**src/hw/colmix_pkg.sv**
```systemverilog
// shared types and widths for the colour mixer
package colmix_pkg;

    // layer pixel width, one palette-index byte per layer
    localparam int PXL_W   = 8;

    // palette address = layer (2 bits) + pixel byte
    localparam int PAL_AW  = 10;

    // priority table address width
    localparam int PRIO_AW = 8;

    // stored colour channel width, doubled on output
    localparam int CH_W    = 4;

    // source layer picked by the priority table
    // value doubles as the palette bank, so keep the order fixed
    typedef enum logic [1:0] {
        LAYER_OBJ = 2'd0,   // sprites
        LAYER_BA0 = 2'd1,   // background 0
        LAYER_BA1 = 2'd2,   // background 1
        LAYER_BA2 = 2'd3    // background 2, lowest plane
    } layer_e;

endpackage

```
**src/hw/colmix_out.sv**
```systemverilog
`timescale 1ns/1ns

// output stage
// blanking goes through three strobes so it meets the colour of the same pixel
module colmix_out (
    input  logic        clk,
    input  logic        rst_n,
    input  logic        pxl_cen,
    input  logic [11:0] pal_bgr,   // {blue, green, red}
    input  logic        hblank_n,
    input  logic        vblank_n,
    output logic [7:0]  red,
    output logic [7:0]  green,
    output logic [7:0]  blue,
    output logic        hblank_dly_n,
    output logic        vblank_dly_n
);

    localparam int CW = colmix_pkg::CH_W;

    logic [2:0] hb_sr;  // bit 2 lines up with pal_bgr
    logic [2:0] vb_sr;

    logic [CW-1:0] r4;
    logic [CW-1:0] g4;
    logic [CW-1:0] b4;

    logic visible;

    assign r4 = pal_bgr[CW-1:0];
    assign g4 = pal_bgr[2*CW-1:CW];
    assign b4 = pal_bgr[3*CW-1:2*CW];

    // both flags high means active video
    assign visible = hb_sr[2] & vb_sr[2];

    always_ff @(posedge clk or negedge rst_n) begin
        if (!rst_n) begin
            hb_sr        <= '0;
            vb_sr        <= '0;
            red          <= '0;
            green        <= '0;
            blue         <= '0;
            hblank_dly_n <= 1'b0;
            vblank_dly_n <= 1'b0;
        end else if (pxl_cen) begin
            hb_sr        <= {hb_sr[1:0], hblank_n};
            vb_sr        <= {vb_sr[1:0], vblank_n};
            hblank_dly_n <= hb_sr[2];
            vblank_dly_n <= vb_sr[2];
            // 4 to 8 bits by repeating the nibble, black in blanking
            red          <= visible ? {2{r4}} : '0;
            green        <= visible ? {2{g4}} : '0;
            blue         <= visible ? {2{b4}} : '0;
        end
    end

endmodule

```
**config.mk**
```make
export PLATFORM = sky130hd
export DESIGN_NAME = colmix_out
export DESIGN_NICKNAME = d
export VERILOG_FILES = /design/src/hw/colmix_pkg.sv /design/src/hw/colmix_out.sv
export SDC_FILE = /design/constraint.sdc
export NUM_CORES = 1
export LEC_CHECK = 0
export BUFFER_PORTS_ARGS = -buffer_cell sky130_fd_sc_hd__buf_4
export CAP_MARGIN = 5
export CORE_UTILIZATION = 48
export CTS_CLUSTER_SIZE = 12
export DETAILED_ROUTE_END_ITERATION = 8
export GPL_TIMING_DRIVEN = 0
export PLACE_DENSITY_LB_ADDON = 0.12
export SETUP_SLACK_MARGIN = 0.3
export SYNTH_ARGS = -nofsm -noshare
export SYNTH_HDL_FRONTEND = slang
export SYNTH_SLANG_ARGS = --single-unit
```
**constraint.sdc**
```tcl
create_clock -name clk -period 1.7 [get_ports clk]
set_input_delay 0.085 -clock clk [delete_from_list [all_inputs] [get_ports clk]]
set_output_delay 0.085 -clock clk [all_outputs]
set_load 0.1 [all_outputs]
```
==> flow_summary.toml, run 1 <==
[critical_path]
crit_slowest_cell = "dfrtp_2"
cp-start-kind = "register"
reg2reg_depth = 3
rrSetupSlack_ps = 730
r2r-start = "hb_sr[2]"
crit_chain = "buf_4 -> buf_4"
critical_path_required_ps = 1620
critPathArrivalTime_ps = 1090
crit_path_end_kind = "primary output"
critPathMostFrequentCell = "buf_4"
r2r-end = "blue[4]"
cp_num_buf_inv = 2
crit_path_max_incr_delay_ps = 430
path_class = "reg -> out"
crit_family = "flip-flops"
path_max_fanout = 3

[logic_synthesis]
netlist_area_um2 = 910
synth-seq-area-share_pct = 55.0
yosysWarnings = 0
synth_nets = 99
synth-seq-cells = 20
synth_cells = 82
yosys.cell_types.count = 9
avgSynthCellArea_um2 = 11.1

[drt]
drt_iter0_drc = 5
wl_per_cell_um = 11.6
drtAntennaViolNets = 0
drc = 0
drt_pass1_iterations = 4
drt_wl_total_mm = 1.77
vias_per_cell = 4.64
vias = 705

[timing]
setup_viol = 0
period_share_pct = 69.2
clock.fmax_mhz = 850
slew_violations = 0
tns_ps = 0
finalCriticalPeriod_ps = 1180
finalHoldViolations = 0
worst_slew_pin_slew_ps = 283
fin_skew_ps = 5.76
rsz0062_at_grt = "false"
whs_ps = 3.39
slew-limit-headroom_pct = 81.3

[cts]
tritoncts = "built"
clk_latency_ps = 300
cts_buffer_depth = 2
post_cts_resized = 0
numCtsBuffers = 3
numClockSinks = 20
postCtsSetupBuffers = 0
hold_buffers = 1
htreeDepth = 1
clk_pin_slew_ps = 110
cts_root_buf = "clkbuf_4"

[min_path]
holdPathStages = 2
hold_path_class = "in -> reg"
worst_hold_startpoint = "hblank_n"
min_delay_worst_endpoint = "hb_sr[0]"

[placement]
place.gp.congestion = 0.679
port-buffer-count = 41
dp_hpwl_mm = 1.31

[floorplan]
die_w_um = 45.5
core-area_um2 = 1750
fp-row-count = 15
die-area_um2 = 2070
io_pins = 43
start_util_pct = 52.1
die_h_um = 45.5

[layout]
diodes = 0
drive_above_1_share_pct = 63.8
finalNetCount = 146
area_growth_pct = 42.5
final_core_util_pct = 74.3
fillCellCount = 129
regArea_um2 = 515
multiInputGateArea_um2 = 236

[power_and_ir_drop]
p_leak_nw = 0.667
irDropWorstVdd_mv = 0.896
power.total_mw = 1.74
power-per-cell-area_nw_per_um2 = 1340

[global_routing]
grt_usage_pct = 19.1
antenna_found_initial = 0
grt_max_degree = 21
grt_overflow_total = 0
grt_pass1_wl_mm = 2.77
grt_pass1_vias = 707

[run]
maxCapViolCount = 0

[status]
status = "finished clean"
-- power by group --
| group | internal [mW] | switching (mW) | total [mW] |
|---|---|---|---|
| logic | 0.232 | 0.687 | 0.920 |
| registers | 0.547 | 0.0464 | 0.593 |
| clock network | 0.0828 | 0.145 | 0.228 |
-- stage by stage --
step	instance area, µm²	setup slack [ps]	instances
final	1300	524	152
after global routing	1300	500	152
after CTS	1300	529	152
after detailed placement	1260	728	148
after global placement	1260	752	148
after floorplan	925	442	82
-- area by class of cell --
class | count | area share [%]
tap | 25 | 2.41
clock buffer | 3 | 1.74
timing repair buffer | 42 | 24.5
inverter | 12 | 3.47
buffer | 17 | 9.85
multi-input combinational | 33 | 18.2
sequential | 20 | 39.8
-- cell families after synthesis --
logic type	Yosys count	share of synthesized area, %
simple gates	13	5.36
flops	20	55.0
compound gates	12	8.25
mux	8	12.4
buf+inv	29	19.0
-- worst reg2reg max path: stages (launching register included) --
cell,delay (ps)
dfrtp_1,410
nand2_1,110
buf_2,220
o22ai_1,110
-- state kept, by name, summed over array words and instances, names as in the netlist --
signal	cells
vblank_dly_n	1
vb_sr	3
hb_sr	3
hblank_dly_n	1
green	4
blue	4
red	4
-- how the worst max path moves through the flow --
stage               slack (ps)           end  cells past startpoint          from
global route               500        red[5]                      2        red[5]
floorplan                  440  hblank_dly_n                      1  hblank_dly_n
finish                     520      green[7]                      2      green[3]
CTS                        530        red[5]                      2        red[5]
detailed placement         730       blue[5]                      3      hb_sr[2]
global placement           750       blue[5]                      3      vb_sr[2]
-- routing by layer --
layer	share of wire (%)	vias up	GRT usage, %
met5	0	-	0
met4	2.6	0	12.1
met3	5.7	5	3.57
met2	53	27	35.4
met1	39	331	19.3
li1	-	342	-
-- Yosys cell counts, drive strengths merged --
cell type	n	area, µm²
nand2	13	48.8
o22ai	12	75.1
dfrtp	20	500
mux2	8	113
buf	17	128
inv	12	45.0
-- placed cells by master, fill, tap and decap left out, types with 2 or more instances in the layout --
master / instances
buf_4: 53
buf_2: 3
clkbuf_4: 3
mux2_2: 2
mux2_4: 6
dfrtp_1: 8
dfrtp_2: 12
inv_1: 12
nand2_1: 13
buf_6: 2
o22ai_1: 12
Note: power is estimated with default switching activity, not from simulation.
==> run 2: changes to the inputs <==
Settings changed: ABC_AREA set to 1, CORE_UTILIZATION 48 to 40.
Clock period 1.7 ns to 1 ns, I/O delays scaled along.
==> flow_summary.toml, run 2 <==
[logic_synthesis]
netlist_area_um2 = 920
synth_cells = 96
yosysTopAreaCell = "dfrtp_1"
avgSynthCellArea_um2 = 9.58
yosys.cell_types.count = 11
synth_edf_count = 0
async_reset_ff_share_pct = 100
ys_top_cells_by_count = "nand2_1, dfrtp_1, buf_4"
yosysTopAreaCellShare_pct = 54.4
synth-seq-cells = 20
yosysWarnings = 0
synth-seq-area-share_pct = 54.4
netlist_top_cells_area = "dfrtp_1, nand2_1, buf_4"
synth_most_common_cell = "nand2_1"
synth_nets = 113
ys.flop_type = "dfrtp_1"

[status]
status = "stopped before the end"
failed_stage = "clock tree synthesis (4_1_cts)"
error = "[ERROR DPL-0033] detailed placement checks failed during check placement."

[cts]
cts_buffer_depth = 2
postCtsSetupBuffers = 4
hold_buffers = 15
numCtsBuffers = 3
numClockSinks = 20
cts_root_buf = "clkbuf_4"
htreeDepth = 1
post_cts_resized = 78

[floorplan]
start_util_pct = 44.6
fp-row-count = 16
die_h_um = 50.0
die_w_um = 50.0
io_pins = 43

[placement]
dp_hpwl_mm = 1.56
port-buffer-count = 41
place.gp.congestion = 0.731
==> run 2: changes by cell type after synthesis, sizes merged <==
cell,delta
o21ai,+16
nand2,+27
mux2,-8
o22ai,-12
inv,-9
==> run 2: through the flow <==
stage	hold slack, ps	worst slack, ps	instance area (µm²)	cells
2_1_floorplan	-246	114	1150	96
3_3_place_gp	-61.4	122	1490	164
3_5_place_dp	-60.5	118	1490	164
==> run 2: logic make-up after synthesis <==
family | after synthesis | synth area share [%]
flip-flops | 20 | 54.4
AO/OA/AOI/OAI | 16 | 12.4
AND/OR/NAND/NOR | 40 | 17.1
buffers and inverters | 20 | 16.1
==> run 3: changes to the inputs <==
Settings changed: CORE_AREA set to 2 2 63 65, CORE_UTILIZATION 40 to unset, CTS_CLUSTER_SIZE 12 to unset, DIE_AREA set to 0 0 65 67, PLACE_DENSITY_LB_ADDON 0.12 to 0.15, SETUP_SLACK_MARGIN 0.3 to unset.
Clock period 1 ns to 1.3 ns, I/O delays scaled along.
==> flow_summary.toml, run 3 <==
[logic_synthesis]
async_reset_ff_share_pct = 100
yosys.cell_types.count = 11
yosysTopAreaCell = "dfrtp_1"
yosysTopAreaCellShare_pct = 54.4
avgSynthCellArea_um2 = 9.58
netlist_area_um2 = 920
yosys.area_share.adder_pct = 0
netlist_top_cells_area = "dfrtp_1, nand2_1, buf_4"
yosysWarnings = 0
muxShareOfSynthArea_pct = 0
ys.flop_type = "dfrtp_1"
synth-seq-cells = 20
synth-compound-area-share_pct = 12.4
yosys.area_share.xor_xnor_pct = 0
synth-seq-area-share_pct = 54.4
yosys.area_share.simple_pct = 17.1
synth_cells = 96
synth_top_family_by_area = "simple AND/OR/NAND/NOR gates"
synth_nets = 113
synth_edf_count = 0
synth_most_common_cell = "nand2_1"
ys_top_cells_by_count = "nand2_1, dfrtp_1, buf_4"

[layout]
finalNetCount = 160
diodes = 0
drive_above_1_share_pct = 59.9
final_core_util_pct = 37.9
layout_common_cells = "buf_4, nand2_1, dfrtp_2"
layout_commonest_cell = "buf_4"
top_regs = "blue x4, green x4, red x4"
area_growth_pct = 48.7

[critical_path]
critical_path_required_ps = 1240
cp-start-kind = "register"
crit_path_end_kind = "primary output"
critPathArrivalTime_ps = 1020
rrSetupSlack_ps = 410
path_max_fanout = 3
reg2reg_depth = 3
path_class = "reg -> out"

[power_and_ir_drop]
irDropWorstVdd_mv = 0.299
power-per-cell-area_nw_per_um2 = 1310
p_leak_nw = 0.706
power.total_mw = 1.79

[cts]
clk_pin_slew_ps = 70
numCtsBuffers = 3
tritoncts = "built"
numClockSinks = 20
cts_root_buf = "clkbuf_8"
cts_buffer_depth = 2
post_cts_resized = 0
clk_latency_ps = 250
htreeDepth = 1

[min_path]
hold_path_class = "in -> reg"
holdPathStages = 3

[global_routing]
grt_usage_pct = 9.00
grt_pass1_wl_mm = 3.00
grt_pass1_vias = 683
grt_overflow_total = 0
grt_max_degree = 21
antenna_found_initial = 0

[floorplan]
die-area_um2 = 4360
die_w_um = 65
die_h_um = 67
io_pins = 43
start_util_pct = 25.5
core-area_um2 = 3610
fp-row-count = 22

[placement]
pre_cts_ws_ps = 407
dp_hpwl_mm = 1.40
port-buffer-count = 41
place.gp.congestion = 0.653

[timing]
whs_ps = 21.0
rsz0062_at_grt = "false"
finalCriticalPeriod_ps = 1090
fin_ws_ps = 212
fin_skew_ps = 1.51
period_share_pct = 83.7
clock.fmax_mhz = 919
slew-limit-headroom_pct = 81.5
slew_violations = 0
finalHoldViolations = 0
setup_viol = 0
tns_ps = 0
worst_slew_pin_slew_ps = 280

[drt]
met3_length_um = 153
drt_iter0_drc = 20
vias = 715
drtAntennaViolNets = 0
dr_wl_met2_um = 883
drt_wl_total_mm = 1.86
drt_pass1_iterations = 4
route.top_layer_used = "met4"
wl_per_cell_um = 9.78
drc = 0
vias_per_cell = 3.76
met1_length_um = 794

[status]
status = "finished clean"

[run]
maxCapViolCount = 0
==> run 3: cell counts after synthesis <==
Identical to the previous run, type by type.
==> run 3: kinds of logic after synthesis <==
family | Yosys count
AND/OR/NAND/NOR | 40
flip-flops | 20
buffers and inverters | 20
AO/OA/AOI/OAI | 16
==> run 3: metal layers <==
metal  vias up  track usage (%)
met5         -                0
met4         0             4.79
met3         2             2.03
met2        25             14.9
met1       309             10.8
li1        379                -
==> run 3: report_power, final <==
| group | switching, mW | internal, mW | total (mW) |
|---|---|---|---|
| Combinational | 0.463 | 0.156 | 0.619 |
| Clock | 0.195 | 0.269 | 0.464 |
| Sequential | 0.0326 | 0.673 | 0.706 |
| Total | 0.690 | 1.10 | 1.79 |
==> run 3: critical path, stage by stage (launching register included) <==
cell and delay, ps:
dfrtp_2 420, buf_4 130, buf_4 220
==> run 3: cell type report <==
type                            instances  area [µm²]
Buffer                                 17         136
Timing Repair Buffer                   42         318
Tap cell                               48        60.1
Clock buffer                            4        55.1
Sequential cell                        20         515
Fill cell                             389        2240
Multi-Input combinational cell         56         272
Inverter                                3        11.3
==> run 3: timing repair <==
item	in CTS	in global routing
hold buffers	1	0
endpoints found under the hold margin	20	0
setup buffers	0	0
==> run 3: path summary, 6_finish.rpt <==
check	start	end
min	vblank_n	vb_sr[0]
max reg2reg	hb_sr[2]	blue[4]
min in group asynchronous	rst_n	red[4]
max in group asynchronous	rst_n	green[5]
min reg2reg	hblank_dly_n	hblank_dly_n
max	green[3]	green[7]
==> run 3: metrics by stage <==
| stage | cell area (µm²) | instances |
|---|---|---|
| after global routing | 1370 | 190 |
| after detailed placement | 1300 | 185 |
| after CTS | 1370 | 190 |
| final | 1370 | 190 |
| after floorplan | 935 | 96 |
| after global placement | 1300 | 185 |
==> run 4: changes to the inputs <==
Clock period 1.3 ns to 1 ns, I/O delays scaled along.
==> flow_summary.toml, run 4 (synthesis gave the netlist of run 3 again) <==
[drt]
vias_per_cell = 4.02
met3_length_um = 111
route.top_layer_used = "met4"
wl_per_cell_um = 11.2
dr_wl_met2_mm = 1.14
drt_wl_total_mm = 2.15
drtAntennaViolNets = 0
drt_pass1_iterations = 4
met1_length_um = 866
drt_iter0_drc = 13
vias = 775
drc = 0

[power_and_ir_drop]
irDropWorstVdd_mv = 0.430
p_seq_share_pct = 37.9
power.internal_mw = 1.55
p_comb_share_pct = 37.6
swShare_pct = 37.6
power-per-cell-area_nw_per_um2 = 1480
pwr-share-clk_pct = 24.5
p_switching_mw = 0.933
p_leak_nw = 0.770

[cts]
numCtsBuffers = 3
htreeDepth = 1
cts_root_buf = "clkbuf_8"
clk_latency_ps = 250
cts_buffer_depth = 2
clk_pin_slew_ps = 70
tritoncts = "built"
numClockSinks = 20

[critical_path]
cp_num_buf_inv = 2
crit_slowest_cell = "dfrtp_4"
critPathArrivalTime_ps = 1040
path_max_fanout = 3
path_class = "reg -> out"
crit_path_end_kind = "primary output"
crit_family = "flip-flops"
crit_chain = "buf_6 -> buf_12"
critical_path_required_ps = 950
crit_path_max_incr_delay_ps = 500
cp-start-kind = "register"

[layout]
area_growth_pct = 82.3
layout_commonest_cell = "nand2_1"
drive_above_1_share_pct = 60.7
finalNetCount = 163
diodes = 0
top_regs = "blue x4, green x4, red x4"
layout_common_cells = "nand2_1, buf_6, buf_4"

[run]
maxCapViolCount = 0

[global_routing]
grt_usage_pct = 10.5
antenna_found_initial = 0
grt_pass1_vias = 754
grt_max_degree = 21
grt_pass1_wl_mm = 3.41
grt_overflow_total = 0

[timing]
fin_ws_ps = -86.3
whs_ps = 39.8
slew_violations = 0
setup_viol = 13
worst_slew_pin_slew_ps = 268
finalHoldViolations = 0
period_share_pct = 109
finalCriticalPeriod_ps = 1090
rsz0062_at_grt = "true"
clock.fmax_mhz = 921
fin_skew_ps = 1.02
slew-limit-headroom_pct = 82.2

[floorplan]
fp-row-count = 22
die-area_um2 = 4360
start_util_pct = 25.5
die_w_um = 65
io_pins = 43
die_h_um = 67
core-area_um2 = 3610

[status]
status = "complete, but fails checks"
violations = "setup timing"

[placement]
port-buffer-count = 41
place.gp.congestion = 0.697
dp_hpwl_mm = 1.49
pre_cts_ws_ps = 74.0

[min_path]
hold_path_class = "in -> reg"
## run 4: changes by cell type in the layout (fill, tap and decap cells not counted), sizes merged
cell / delta
buf: +1
dlygate4sd3: +2
## run 4: final cells by class
cell class                 instances  area [µm²]
buffer                            17         181
inverter                           3        11.3
tap                               48        60.1
sequential                        20         546
fill                             349        1930
multi-input combinational         56         272
timing repair buffer              45         552
clock buffer                       4        55.1
## run 4: what timing repair did
item                                    4_1_cts  5_1_grt
gates cloned                                  0        0
hold endpoints to repair                     22        0
buffers inserted                              0        1
endpoints found under the setup margin       23       24
hold buffers                                  3        0
gates resized for setup                      50       13
## run 4: power groups by stage
stage,registers [mW],logic (mW),clock network (mW)
after floorplan,1.21,0.355,0
after global placement,0.947,0.810,0
after detailed placement,0.949,0.814,0
after CTS,0.937,0.920,0.632
after global routing,0.951,0.976,0.672
final,0.941,0.935,0.607
## run 4: layer usage
layer	GRT usage, %	up-vias
met5	0	-
met4	4.79	0
met3	2.03	4
met2	20.0	27
met1	11.0	358
li1	-	386
## run 4: final timing paths
kind                       startpoint  endpoint  slack (ps)  cells past startpoint
max                            red[3]    red[7]         -90                      2
min                           pxl_cen  vb_sr[0]          40                      2
max reg2reg                  hb_sr[2]    red[3]          80                      3
min reg2reg                  vb_sr[1]  vb_sr[2]         480                      2
max in group asynchronous       rst_n    red[6]         550                      2
min in group asynchronous       rst_n  vb_sr[0]         210                      2
## run 4: metrics by stage
step	TNS (ps)	area (µm²)	power [mW]	std cells	util, %
final	-943	1680	2.48	193	46.5
after global routing	-1530	1680	2.60	193	46.5
after CTS	-1280	1620	2.49	192	44.9
after detailed placement	0	1330	1.76	185	37.0
after global placement	0	1330	1.76	185	37.0
after floorplan	-96.3	965	1.56	96	-
